[src/verilog/nes_pad_settings.svh]
`ifndef NES_PAD_SETTINGS_SVH
`define NES_PAD_SETTINGS_SVH

// clk cycles per scanner step
// At 16 the pad clock stays under 1.5 MHz for clk up to 48 MHz
`define NES_BIT_DIV 16

// Width of the auto-poll period counter and POLL_PERIOD register
`define NES_POLL_W 16

// Number of word registers in the host map
`define NES_REG_COUNT 8

`endif

[src/verilog/nes_pad_pkg.sv]
`include "nes_pad_settings.svh"

package nes_pad_pkg;

	typedef logic [7:0] pad_byte_t;                              // Bit 7 A ... bit 0 Right, 1 = pressed
	typedef logic [15:0] wb_data_t;                              // Wishbone data word
	typedef logic [$clog2(`NES_REG_COUNT)-1:0] reg_addr_t;       // Word address

	// Scanner sequence, one step per divider wrap
	typedef enum logic [2:0] {
		SCAN_IDLE     = 3'd0,                                    // Waiting for start
		SCAN_LATCH_HI = 3'd1,                                    // Pads load their buttons
		SCAN_LATCH_LO = 3'd2,                                    // Latch released, A on data line
		SCAN_CLOCK_LO = 3'd3,                                    // Sample data line
		SCAN_CLOCK_HI = 3'd4,                                    // Pad shifts on rising edge
		SCAN_DONE     = 3'd5                                     // Report both bytes
	} scan_state_t;

	// Register map
	localparam reg_addr_t REG_CTRL        = 3'd0;                // Auto-poll enable, manual trigger
	localparam reg_addr_t REG_POLL_PERIOD = 3'd1;                // Auto-poll period in clk cycles
	localparam reg_addr_t REG_STATUS      = 3'd2;                // Busy, new data
	localparam reg_addr_t REG_PAD0        = 3'd3;                // Last report of pad 0
	localparam reg_addr_t REG_PAD1        = 3'd4;                // Last report of pad 1
	localparam reg_addr_t REG_PRESSED0    = 3'd5;                // Newly pressed on pad 0
	localparam reg_addr_t REG_PRESSED1    = 3'd6;                // Newly pressed on pad 1

	// Bit positions inside CTRL and STATUS
	localparam int CTRL_AUTO_BIT = 0;                            // Auto-poll enable
	localparam int CTRL_TRIG_BIT = 1;                            // Manual trigger, self-clearing
	localparam int STAT_BUSY_BIT = 0;                            // Scan in progress
	localparam int STAT_NEW_BIT  = 1;                            // Fresh report, clears on read

endpackage

[src/verilog/pad_report_if.sv]
`timescale 1ns/1ps

// Links poll timer, scanner and register block
interface pad_report_if
	import nes_pad_pkg::*;
();

	logic      start;                                            // One-clock scan request
	logic      busy;                                             // Scan in progress
	logic      done;                                             // One-clock end of scan
	pad_byte_t pad0;                                             // Pad 0 buttons, valid with done
	pad_byte_t pad1;                                             // Pad 1 buttons, valid with done

	// Poll timer side
	modport ctrl (
		output start,
		input  busy
	);

	// Scanner side
	modport scan (
		input  start,
		output busy,
		output done,
		output pad0,
		output pad1
	);

	// Register block side, busy feeds STATUS
	modport sink (
		input  busy,
		input  done,
		input  pad0,
		input  pad1
	);

endinterface

[src/verilog/nes_pad_ctrl.sv]
`timescale 1ns/1ps
`include "nes_pad_settings.svh"

module nes_pad_ctrl
	import nes_pad_pkg::*;
(
	input  logic      clk,
	input  logic      reset_n,
	// Wishbone classic slave
	input  logic      wb_cyc,
	input  logic      wb_stb,
	input  logic      wb_we,
	input  reg_addr_t wb_adr,
	input  wb_data_t  wb_dat_w,
	output wb_data_t  wb_dat_r,
	output logic      wb_ack,
	// NES pad pins, shared latch and clock
	output logic      nes_latch,
	output logic      nes_clk,
	input  logic      nes_data0,
	input  logic      nes_data1
);

	logic                   auto_en;                             // From CTRL
	logic [`NES_POLL_W-1:0] poll_period;                         // From POLL_PERIOD
	logic                   manual_trig;                         // Pulse from CTRL write

	pad_report_if rep_if ();

	poll_timer poll_timer_inst (
		.clk         (clk),
		.reset_n     (reset_n),
		.auto_en     (auto_en),
		.poll_period (poll_period),
		.manual_trig (manual_trig),
		.rep         (rep_if.ctrl)
	);

	nes_pad_scanner nes_pad_scanner_inst (
		.clk       (clk),
		.reset_n   (reset_n),
		.rep       (rep_if.scan),
		.nes_latch (nes_latch),
		.nes_clk   (nes_clk),
		.nes_data0 (nes_data0),
		.nes_data1 (nes_data1)
	);

	nes_pad_regs nes_pad_regs_inst (
		.clk         (clk),
		.reset_n     (reset_n),
		.wb_cyc      (wb_cyc),
		.wb_stb      (wb_stb),
		.wb_we       (wb_we),
		.wb_adr      (wb_adr),
		.wb_dat_w    (wb_dat_w),
		.wb_dat_r    (wb_dat_r),
		.wb_ack      (wb_ack),
		.rep         (rep_if.sink),
		.auto_en     (auto_en),
		.poll_period (poll_period),
		.manual_trig (manual_trig)
	);

endmodule

[src/verilog/nes_pad_regs.sv]
`timescale 1ns/1ps
`include "nes_pad_settings.svh"

module nes_pad_regs
	import nes_pad_pkg::*;
(
	input  logic                   clk,
	input  logic                   reset_n,
	input  logic                   wb_cyc,
	input  logic                   wb_stb,
	input  logic                   wb_we,
	input  reg_addr_t              wb_adr,
	input  wb_data_t               wb_dat_w,
	output wb_data_t               wb_dat_r,
	output logic                   wb_ack,
	pad_report_if.sink             rep,
	output logic                   auto_en,
	output logic [`NES_POLL_W-1:0] poll_period,
	output logic                   manual_trig
);

	logic      access;                                           // Bus cycle not yet acked
	logic      wr_en;
	logic      rd_en;
	logic      new_data;                                         // Report not yet seen by host
	pad_byte_t scan_byte [2];                                    // Bytes from scanner
	pad_byte_t pad_q [2];                                        // Last complete report
	pad_byte_t pressed_q [2];                                    // Rising buttons since last read
	wb_data_t  rd_mux;

	assign access = wb_cyc && wb_stb && !wb_ack;
	assign wr_en  = access && wb_we;
	assign rd_en  = access && !wb_we;

	assign scan_byte[0] = rep.pad0;
	assign scan_byte[1] = rep.pad1;

	// Ack one clk after the request, low again for the next cycle
	always_ff @(posedge clk or negedge reset_n)
	begin
		if (!reset_n)
			wb_ack <= 1'b0;
		else
			wb_ack <= access;
	end

	always_ff @(posedge clk or negedge reset_n)
	begin
		if (!reset_n)
		begin
			auto_en     <= 1'b0;
			poll_period <= '0;
			manual_trig <= 1'b0;
		end
		else
		begin
			manual_trig <= wr_en && (wb_adr == REG_CTRL) && wb_dat_w[CTRL_TRIG_BIT];
			if (wr_en && wb_adr == REG_CTRL)
				auto_en <= wb_dat_w[CTRL_AUTO_BIT];
			if (wr_en && wb_adr == REG_POLL_PERIOD)
				poll_period <= wb_dat_w[`NES_POLL_W-1:0];
		end
	end

	// Done has priority over the clear-on-read
	always_ff @(posedge clk or negedge reset_n)
	begin
		if (!reset_n)
			new_data <= 1'b0;
		else if (rep.done)
			new_data <= 1'b1;
		else if (rd_en && wb_adr == REG_STATUS)
			new_data <= 1'b0;
	end

	always_ff @(posedge clk or negedge reset_n)
	begin
		if (!reset_n)
		begin
			for (int i = 0; i < 2; i++)
			begin
				pad_q[i]     <= '0;
				pressed_q[i] <= '0;
			end
		end
		else if (rep.done)
		begin
			for (int i = 0; i < 2; i++)
			begin
				pad_q[i]     <= scan_byte[i];
				pressed_q[i] <= pressed_q[i] | (scan_byte[i] & ~pad_q[i]); // New rising edges
			end
		end
		else
		begin
			for (int i = 0; i < 2; i++)
			begin
				if (rd_en && wb_adr == reg_addr_t'(REG_PRESSED0 + i))
					pressed_q[i] <= '0;                          // Host has seen them
			end
		end
	end

	always_comb
	begin
		rd_mux = '0;
		case (wb_adr)
			REG_CTRL:        rd_mux[CTRL_AUTO_BIT] = auto_en;    // Trigger bit reads 0
			REG_POLL_PERIOD: rd_mux = wb_data_t'(poll_period);
			REG_STATUS:
			begin
				rd_mux[STAT_BUSY_BIT] = rep.busy;
				rd_mux[STAT_NEW_BIT]  = new_data;
			end
			REG_PAD0:        rd_mux = wb_data_t'(pad_q[0]);
			REG_PAD1:        rd_mux = wb_data_t'(pad_q[1]);
			REG_PRESSED0:    rd_mux = wb_data_t'(pressed_q[0]);
			REG_PRESSED1:    rd_mux = wb_data_t'(pressed_q[1]);
			default:         rd_mux = '0;                        // Unused address
		endcase
	end

	// Captured with the access, valid while ack is high
	always_ff @(posedge clk)
	begin
		if (rd_en)
			wb_dat_r <= rd_mux;
	end

endmodule

[src/verilog/nes_pad_scanner.sv]
`timescale 1ns/1ps
`include "nes_pad_settings.svh"

module nes_pad_scanner
	import nes_pad_pkg::*;
(
	input  logic       clk,
	input  logic       reset_n,
	pad_report_if.scan rep,
	output logic       nes_latch,
	output logic       nes_clk,
	input  logic       nes_data0,
	input  logic       nes_data1
);

	localparam int DIV_W = $clog2(`NES_BIT_DIV);

	logic [DIV_W-1:0] div_cnt;                                   // Free-running step divider
	logic             step_en;                                   // One clk per scanner step
	logic             start_pend;                                // Sticky start request
	logic             busy_q;
	logic             done_q;
	logic [2:0]       bit_cnt;                                   // Button index
	scan_state_t      state;
	scan_state_t      next_state;
	pad_byte_t        shift0;                                    // Pad 0 shift register
	pad_byte_t        shift1;                                    // Pad 1 shift register

	// Divider wraps every NES_BIT_DIV clocks, independent of scans
	always_ff @(posedge clk or negedge reset_n)
	begin
		if (!reset_n)
			div_cnt <= '0;
		else if (step_en)
			div_cnt <= '0;
		else
			div_cnt <= div_cnt + 1'b1;
	end

	assign step_en = (div_cnt == DIV_W'(`NES_BIT_DIV - 1));

	// Start is caught here since it may arrive between steps
	always_ff @(posedge clk or negedge reset_n)
	begin
		if (!reset_n)
		begin
			start_pend <= 1'b0;
			busy_q     <= 1'b0;
		end
		else if (rep.start && !busy_q)
		begin
			start_pend <= 1'b1;                                  // Held until sequence leaves IDLE
			busy_q     <= 1'b1;
		end
		else
		begin
			if (state != SCAN_IDLE)
				start_pend <= 1'b0;
			if (step_en && state == SCAN_DONE)
				busy_q <= 1'b0;                                  // Falls together with done
		end
	end

	always_comb
	begin
		case (state)
			SCAN_IDLE:     next_state = start_pend ? SCAN_LATCH_HI : SCAN_IDLE;
			SCAN_LATCH_HI: next_state = SCAN_LATCH_LO;
			SCAN_LATCH_LO: next_state = SCAN_CLOCK_LO;
			SCAN_CLOCK_LO: next_state = SCAN_CLOCK_HI;
			SCAN_CLOCK_HI: next_state = (&bit_cnt) ? SCAN_DONE : SCAN_CLOCK_LO;
			default:       next_state = SCAN_IDLE;               // DONE and unused codes
		endcase
	end

	always_ff @(posedge clk or negedge reset_n)
	begin
		if (!reset_n)
		begin
			state   <= SCAN_IDLE;
			bit_cnt <= 3'd0;
			done_q  <= 1'b0;
		end
		else
		begin
			done_q <= step_en && (state == SCAN_DONE);           // Single clk pulse
			if (step_en)
			begin
				state <= next_state;
				if (state == SCAN_CLOCK_HI)
					bit_cnt <= bit_cnt + 3'd1;                   // Wraps to 0 after last button
			end
		end
	end

	// Pad pins are registered so they never glitch
	always_ff @(posedge clk or negedge reset_n)
	begin
		if (!reset_n)
		begin
			nes_latch <= 1'b0;
			nes_clk   <= 1'b1;                                   // Idle high
		end
		else
		begin
			nes_latch <= (state == SCAN_LATCH_HI);
			nes_clk   <= (state != SCAN_CLOCK_LO);
		end
	end

	// Sample at end of clock-low step, pad shifts one clk later on rising nes_clk
	always_ff @(posedge clk)
	begin
		if (step_en && state == SCAN_CLOCK_LO)
		begin
			shift0 <= {shift0[6:0], ~nes_data0};                 // Pad drives 0 for pressed
			shift1 <= {shift1[6:0], ~nes_data1};                 // A lands in bit 7
		end
	end

	assign rep.busy = busy_q;
	assign rep.done = done_q;
	assign rep.pad0 = shift0;                                    // Stable while idle
	assign rep.pad1 = shift1;

endmodule

[src/verilog/poll_timer.sv]
`timescale 1ns/1ps
`include "nes_pad_settings.svh"

module poll_timer (
	input  logic                   clk,
	input  logic                   reset_n,
	input  logic                   auto_en,
	input  logic [`NES_POLL_W-1:0] poll_period,
	input  logic                   manual_trig,
	pad_report_if.ctrl             rep
);

	logic [`NES_POLL_W-1:0] period_cnt;                          // clk cycles since last start
	logic                   period_hit;                          // Auto-poll period reached
	logic                   req_new;                             // Request raised this clk
	logic                   req_pend;                            // Request waiting for idle scanner
	logic                   fire;

	// Counter saturates at the period, so the hit holds while scanner is busy
	assign period_hit = auto_en && (period_cnt == poll_period - 1'b1);
	assign req_new    = period_hit || manual_trig;
	assign fire       = (req_pend || req_new) && !rep.busy;

	always_ff @(posedge clk or negedge reset_n)
	begin
		if (!reset_n)
			period_cnt <= '0;
		else if (!auto_en || fire)
			period_cnt <= '0;                                    // Restart from each start
		else if (!period_hit)
			period_cnt <= period_cnt + 1'b1;
	end

	always_ff @(posedge clk or negedge reset_n)
	begin
		if (!reset_n)
			req_pend <= 1'b0;
		else if (fire)
			req_pend <= 1'b0;
		else if (req_new)
			req_pend <= 1'b1;                                    // Held until busy falls
	end

	// Scanner raises busy on the next clk, so this is one clk wide
	assign rep.start = fire;

endmodule
[config.mk]
export PLATFORM = sky130hd
export DESIGN_NAME = nes_pad_ctrl
export DESIGN_NICKNAME = d
export VERILOG_FILES = /design/src/verilog/nes_pad_pkg.sv /design/src/verilog/pad_report_if.sv /design/src/verilog/nes_pad_ctrl.sv /design/src/verilog/nes_pad_regs.sv /design/src/verilog/nes_pad_scanner.sv /design/src/verilog/poll_timer.sv
export VERILOG_INCLUDE_DIRS = /design/src /design/src/verilog
export SDC_FILE = /design/constraint.sdc
export NUM_CORES = 1
export LEC_CHECK = 0
export CELL_PAD_IN_SITES_DETAIL_PLACEMENT = 1
export CELL_PAD_IN_SITES_GLOBAL_PLACEMENT = 1
export CORE_MARGIN = 2
export CORE_UTILIZATION = 55
export DETAILED_ROUTE_END_ITERATION = 16
export DONT_BUFFER_PORTS = 1
export PLACE_DENSITY = 0.94
export SYNTH_ARGS = -nofsm -noshare
export SYNTH_HDL_FRONTEND = slang
export SYNTH_SLANG_ARGS = --single-unit
export TNS_END_PERCENT = 50
[constraint.sdc]
create_clock -name clk -period 5 [get_ports clk]
set_input_delay 1 -clock clk [delete_from_list [all_inputs] [get_ports clk]]
set_output_delay 1 -clock clk [all_outputs]
set_load 0.005 [all_outputs]
# Word level (Yosys, flattened, before mapping)
# Index checks and enable logic that the tools add are counted.
# op_classes
n_addsub	4
mul	0
div_mod_pow	0
order_cmp	0
eq_ne	15
shifts	0
mux	20
n_bitwise	8
reduce_logical	33
# ops
op	n
14-bit one-hot mux with 5 select lines	1
16-bit two-way mux	3
16-bit by 1-bit adder with 16-bit output (second input constant)	1
8-bit AND	2
16-bit equality test	1
8-bit two-way mux	2
8-bit inverter	2
8-bit OR	2
16-bit by 1-bit subtractor with 16-bit output (second input constant)	1
3-bit equality test (second input constant)	5
1-bit logical AND	15
3-bit one-hot mux with 5 select lines	1
3-bit by 2-bit equality test with 1-bit output (second input constant)	4
2-bit nonzero test	6
1-bit two-way mux	9
1-bit one-hot mux with 7 select lines	1
3-bit by 1-bit equality test with 1-bit output (second input constant)	2
3-bit zero test	2
1-bit one-hot mux with 6 select lines	1
4-bit by 1-bit adder with 4-bit output (second input constant)	1
4-bit equality test (second input constant)	1
1-bit zero test	4
4-bit two-way mux	1
3-bit by 1-bit adder with 3-bit output (second input constant)	1
8 further kinds	11
# word_totals
ff_bits	116
latch_bits	0
ramBits	0
rom_bits	0
out_inout_bits	19
n_memories	0

# Longest topological paths before layout
# logic_depth
word_depth	8
ltp_mapped	12
ltp_nobuf	10

# By module
# A second synthesis with hierarchy kept.
# unflattened
hier_cells	467
hier_area_um2	5469.0
# by_module_without_submodules
mod	instances	cells_per_inst	area_each_um2	seq_area_each_um2
nes_pad_regs	1	223	2904.0	1781.7
poll_timer	1	173	1436.4	425.4
nes_pad_scanner	1	71	1128.6	857.1

# Worst setup path after synthesis
# Ideal clock, no wire load.
# synth_timing
kind	input to register
startpoint	input wb_cyc
endpoint	register nes_pad_regs_inst.pressed_q[0] (netlist name)
setup_ps	122
t_arrival_ps	2991
t_required_ps	4878
setup_slack_ps	1887
cell_stages	5
cell_sequence	nand2_1 nor3_1 and3b_1 nand2_1 a32o_1
# synth_via
elab_chain_len	5
# synth_lines
item	line_no	rtl
start: declaration	nes_pad_ctrl.sv:10	input logic wb_cyc,
1-bit logical AND (2 in a row)	nes_pad_regs.sv:31	assign access = wb_cyc && wb_stb && !wb_ack;
1-bit logical AND	nes_pad_regs.sv:33	assign rd_en = access && !wb_we;
via nes_pad_regs_inst.rd_en	nes_pad_regs.sv:24	logic rd_en;
1-bit logical AND	nes_pad_regs.sv:98	if (rd_en && wb_adr == reg_addr_t'(REG_PRESSED0 + i))
2-bit nonzero test (no source line)	--	
end signal: indexed assignment	nes_pad_regs.sv:91	pressed_q[i] <= pressed_q[i] | (scan_byte[i] & ~pad_q[i]);
end: declaration	nes_pad_regs.sv:28	pad_byte_t pressed_q [2];
# The timed path passes the listed nets, and every way through them passes these cells.
# A chain may end at the register's enable or synchronous reset.

# Worst setup path after layout
# layout_timing
startpoint	register nes_pad_regs_inst.poll_period[0]
endpoint	register poll_timer_inst.period_cnt[5]
# layout_via
elab_chain_len	8
# layout_lines
item	line_no	rtl
start: declaration	nes_pad_regs.sv:18	output logic [`NES_POLL_W-1:0] poll_period,
start signal: assignment	nes_pad_regs.sv:61	poll_period <= wb_dat_w[`NES_POLL_W-1:0];
16-bit by 1-bit subtractor with 16-bit output *	poll_timer.sv:20	assign period_hit = auto_en && (period_cnt == poll_period - 1'b1);
16-bit equality test *	poll_timer.sv:20	
1-bit logical AND *	poll_timer.sv:20	
1-bit logical OR	poll_timer.sv:21	assign req_new = period_hit || manual_trig;
1-bit logical OR	poll_timer.sv:22	assign fire = (req_pend || req_new) && !rep.busy;
1-bit logical AND	poll_timer.sv:22	
1-bit logical OR	poll_timer.sv:28	else if (!auto_en || fire)
2-bit inequality test (no source line) or 16-bit two-way mux (tied branches)	--	
end signal: assignment	poll_timer.sv:31	period_cnt <= period_cnt + 1'b1;
end: declaration	poll_timer.sv:13	logic [`NES_POLL_W-1:0] period_cnt;
# Mark *: on every way between the ends. The rest lies on a longest branch, timed or not.

==> impl.org <==
** Pwr
- Dividing total power by cell area gives a power density of between 400 and 500 mW/mm².
- Leakage power :: 2.469 nW
- Total Power Consumption :: ~2.7 mW
- Maximum resistive drop on vdd :: between 200 and 300 µV

** Synth
- Dividing the synthesized area by the synthesized cell count gives about 11 µm².
- Post-Synthesis Cell Area :: between 0.005 and 0.006 mm²
- The biggest area contributor in the post-synthesis netlist is sky130_fd_sc_hd__dfrtp_1.
- Post-Syn Instances :: 485
- Synthesis inferred roughly 120 register bits.
- Fraction of post-synthesis cell area in the top cell type by area :: roughly two fifths
- Post-synth EDFFs :: 32
- Post-synthesis sequential area ratio :: between 50 and 60%
- Top cells by area, synth :: sky130_fd_sc_hd__dfrtp_1, sky130_fd_sc_hd__edfxtp_1, sky130_fd_sc_hd__xnor2_1
- Share of flip-flops with an asynchronous set or reset :: roughly 72%
- Yosys printed 0 warnings.
- Among all flip-flop cells after synthesis, the most frequent one is sky130_fd_sc_hd__dfrtp_1.
- The netlist uses 62 different library cells.
- When the netlist entered floorplanning its net count stood at between 500 and 600.

** STA
- Count of endpoints failing hold in the final timing report :: 0
- Achievable clock frequency :: approximately 0.25 GHz
- Setup TNS :: 0 ps
- Worst Max-Slew Pin Slew :: between 1000 and 1500 ps
- Setup repair after global routing missed its margin :: false
- Number of pins with negative max-slew slack in the final report :: 0
- Post-route clock skew :: ~7.6 ps
- After layout, the worst path uses around four fifths of the clock period.
- Measured against its own limit, the worst slew margin works out to about 16%.
- Final min period :: between 4000 and 5000 ps
- Final-report setup violation count :: 0

** Drt
- Number of iterations in the first detailed-routing pass :: 5
- After detailed routing, the number of remaining DRC violations is 0.
- After the first detailed-routing iteration, the DRC count stood at around 430.
- Via/cell ratio :: roughly 6.5
- Wire length per cell after detailed routing :: ~25 µm
- The routed design has roughly 16,000 µm of wire.
- Via Count :: just over 4,000
- The detail route stage leaves a number of antenna-violating nets equal to 0.

** Global routing
- Met2 layer usage reported by global route :: 55.33%
- Global routing used 32.35% of the available tracks.
- For met3 alone, demand over resource in global routing was between 8 and 9%.
- Pin count of the biggest net entering global routing :: 85
- The total overflow left after global routing is 0.
- The first global-routing pass estimated roughly 25,000 µm of wire.
- Layer with the highest usage :: met2
- Global routing consumed, on the met1 layer, approximately 38% of the routing resources.
- Antenna violations before repair :: 1
- Number of global-route vias before repair :: roughly 4,400

** Clock network
- TritonCTS Buffers :: 17
- After clock tree synthesis, the clock-pin slew on the worst setup and hold paths is about 60 ps.
- Maximum count of clock buffers along a single path :: 2
- Setup Buffers After CTS :: 0
- After clock tree synthesis, the repair step resized 0 gates.
- TritonCTS Sinks :: 116
- For the worst-skew pair, the clock arrives at the later sink with an insertion delay of 530 ps.
- The tree is rooted in a sky130_fd_sc_hd__clkbuf_8.
- Hold-fix buffer count after cts :: 0
- TritonCTS clock tree :: yes
- In this run the number of H-tree levels came out at 4.

** Critical path
- CP Launch Type :: flip-flop
- Data on the critical path is required at its endpoint by 5360 ps.
- For the worst flop-to-flop path, the logic depth is 10.
- RR Endpoint :: poll_timer_inst.period_cnt[5]
- For flop-to-flop paths, the worst setup slack is around 970 ps.
- Kind of end point of the critical path :: flip-flop
- The critical path starts at nes_pad_regs_inst.poll_period[0].
- Maximum fanout along the worst path :: 18
- The critical path ends at poll_timer_inst.period_cnt[5].
- Data on the critical path arrives at its endpoint at 4390 ps.
- The critical path is of the reg2reg type.
- The startpoint identified for the worst register-to-register timing path is nes_pad_regs_inst.poll_period[0].

** Flow run
- Max-capacitance violation count :: 0

** Final layout
- Fraction of layout instances using a drive strength above 1 :: 15.23%
- The area growth from synthesis to layout is 13.05%.
- Net total in the final layout :: between 500 and 600
- Fill cells in the final layout number ~990.

** Placement
- The congestion estimate from routability-driven global placement came to just under 0.9.
- Buffers added on ports :: 0
- Post-DP HPWL :: slightly below 9000 µm

** Floorplanning
- The die covers 0.01070 mm².
- For this configuration, the core starts out at a cell density of a little under three fifths.
- The initialized floorplan defines 36 standard-cell rows.
- In this run the standard cell core region covers 0.009684 mm².
- Number of I/O pins :: 45
- The die is between 100 and 150 µm tall.
- In this run the horizontal extent of the chip is ~100 µm.

** Run status
- Status :: finished clean

** Worst hold path
- Path category of the worst min-delay check :: in2async
power breakdown:
group	internal, mW	total, mW	switching (mW)
Sequential	1.05	1.15	0.105
Combinational	0.125	0.309	0.184
Clock	0.812	1.25	0.435
Total	1.99	2.71	0.725
state kept, by name, indices dropped and copies added, names as in the netlist, 3 cells and up:
register / flops
nes_pad_scanner_inst.div_cnt: 4
nes_pad_scanner_inst.rep.pad1: 8
nes_pad_regs_inst.wb_dat_r: 16
poll_timer_inst.period_cnt: 16
nes_pad_regs_inst.poll_period: 16
nes_pad_regs_inst.pad_q: 16
nes_pad_scanner_inst.state: 3
nes_pad_regs_inst.pressed_q: 16
nes_pad_scanner_inst.bit_cnt: 3
nes_pad_scanner_inst.rep.pad0: 8
metal layers:
metal | wire length (µm) | up-vias | part of all wire [%]
met4 | 588 | 0 | 3.6
met2 | 8266 | 247 | 51
li1 | - | 1743 | -
met1 | 5917 | 2094 | 37
met5 | 0 | - | 0
met3 | 1359 | 62 | 8.4
cell usage after synthesis, drive strengths merged, types with 3 or more instances:
| master | number |
|---|---|
| buf | 7 |
| edfxtp | 32 |
| xnor2 | 27 |
| ha | 5 |
| nand2 | 50 |
| o21ai | 43 |
| a21oi | 13 |
| nand3 | 14 |
| a211oi | 11 |
| nor3 | 13 |
| inv | 28 |
| nand4 | 4 |
| dfrtp | 83 |
| nand3b | 3 |
| nor4b | 3 |
| and2 | 10 |
| a221o | 5 |
| a22oi | 4 |
| a32o | 4 |
| a211o | 3 |
| nor4 | 4 |
| mux2 | 18 |
| nor3b | 4 |
| a22o | 5 |
| and3 | 3 |
| mux2i | 10 |
| xor2 | 6 |
| nor2 | 31 |
| clkbuf | 14 |
cells in the final DEF (no fill, tap or decap), types with 10 or more instances in the layout:
cell type                    n
sky130_fd_sc_hd__mux2_2     18
sky130_fd_sc_hd__a21oi_1    13
sky130_fd_sc_hd__inv_1      28
sky130_fd_sc_hd__a211oi_1   10
sky130_fd_sc_hd__and2_1     10
sky130_fd_sc_hd__mux2i_1    10
sky130_fd_sc_hd__o21ai_0    42
sky130_fd_sc_hd__clkbuf_16  19
sky130_fd_sc_hd__nand2_1    50
sky130_fd_sc_hd__edfxtp_1   32
sky130_fd_sc_hd__nor2_1     24
sky130_fd_sc_hd__nand3_1    14
sky130_fd_sc_hd__xnor2_1    27
sky130_fd_sc_hd__dfrtp_1    83
sky130_fd_sc_hd__nor3_1     11
final cells by class:
cell class / instances / area (µm²) / share of cell area [%]
Multi-Input combinational cell: 320 / 2167 / 35.25
Clock buffer: 26 / 561.8 / 9.139
Inverter: 28 / 105.1 / 1.710
Antenna cell: 1 / 2.502 / 0.04071
Sequential cell: 116 / 3064 / 49.85
Clock inverter: 6 / 57.56 / 0.9363
Timing Repair Buffer: 3 / 22.52 / 0.3664
Tap cell: 133 / 166.4 / 2.707
metrics by stage:
| stage | util, % | cell area [µm²] | hold WS [ps] | instances | worst slack, ps |
|---|---|---|---|---|---|
| after floorplan | - | 5438 | 426.2 | 485 | 1887 |
| after global placement | 57.05 | 5525 | 430.1 | 600 | 1486 |
| after detailed placement | 57.05 | 5525 | 435.6 | 600 | 1232 |
| after CTS | 63.45 | 6145 | 151.4 | 632 | 1032 |
| after global routing | 63.48 | 6147 | 149.3 | 633 | 868.6 |
| final | 63.48 | 6147 | 166.0 | 633 | 965.9 |
worst min path at each step:
stage | slack, ps | end | from | cells after the start
2_1_floorplan | 430 | nes_pad_scanner_inst.rep.pad0[7] | nes_pad_scanner_inst.rep.pad0[6] | 0
3_3_place_gp | 430 | nes_pad_scanner_inst.rep.pad0[4] | nes_pad_scanner_inst.rep.pad0[3] | 0
3_5_place_dp | 440 | nes_pad_scanner_inst.rep.pad1[7] | nes_pad_scanner_inst.rep.pad1[6] | 0
4_1_cts | 150 | poll_timer_inst.period_cnt[12] | reset_n | 0
5_1_grt | 150 | poll_timer_inst.period_cnt[12] | reset_n | 0
6_report | 170 | poll_timer_inst.period_cnt[12] | reset_n | 0
cells by family after synthesis:
family	count (synthesis)	share of synthesized area (%)
muxes	28	5.568
and+or+nand+nor	150	14.13
DFF	116	56.35
buffers and inverters	49	3.981
AOI/OAI and AO/OA	104	13.51
xor gates and xnor gates	33	5.315
adders and majority gates	5	1.150
critical path: stages, from the launching register on:
cell,delay [ps]
sky130_fd_sc_hd__dfrtp_1,460
sky130_fd_sc_hd__inv_1,130
sky130_fd_sc_hd__ha_1,230
sky130_fd_sc_hd__or3b_2,520
sky130_fd_sc_hd__nor3_1,260
sky130_fd_sc_hd__mux2_2,370
sky130_fd_sc_hd__nand2_1,90
sky130_fd_sc_hd__and4b_1,730
sky130_fd_sc_hd__a211oi_2,200
sky130_fd_sc_hd__o21ai_2,680
sky130_fd_sc_hd__nor2_1,190
Note: power is estimated with default switching activity, not from simulation.
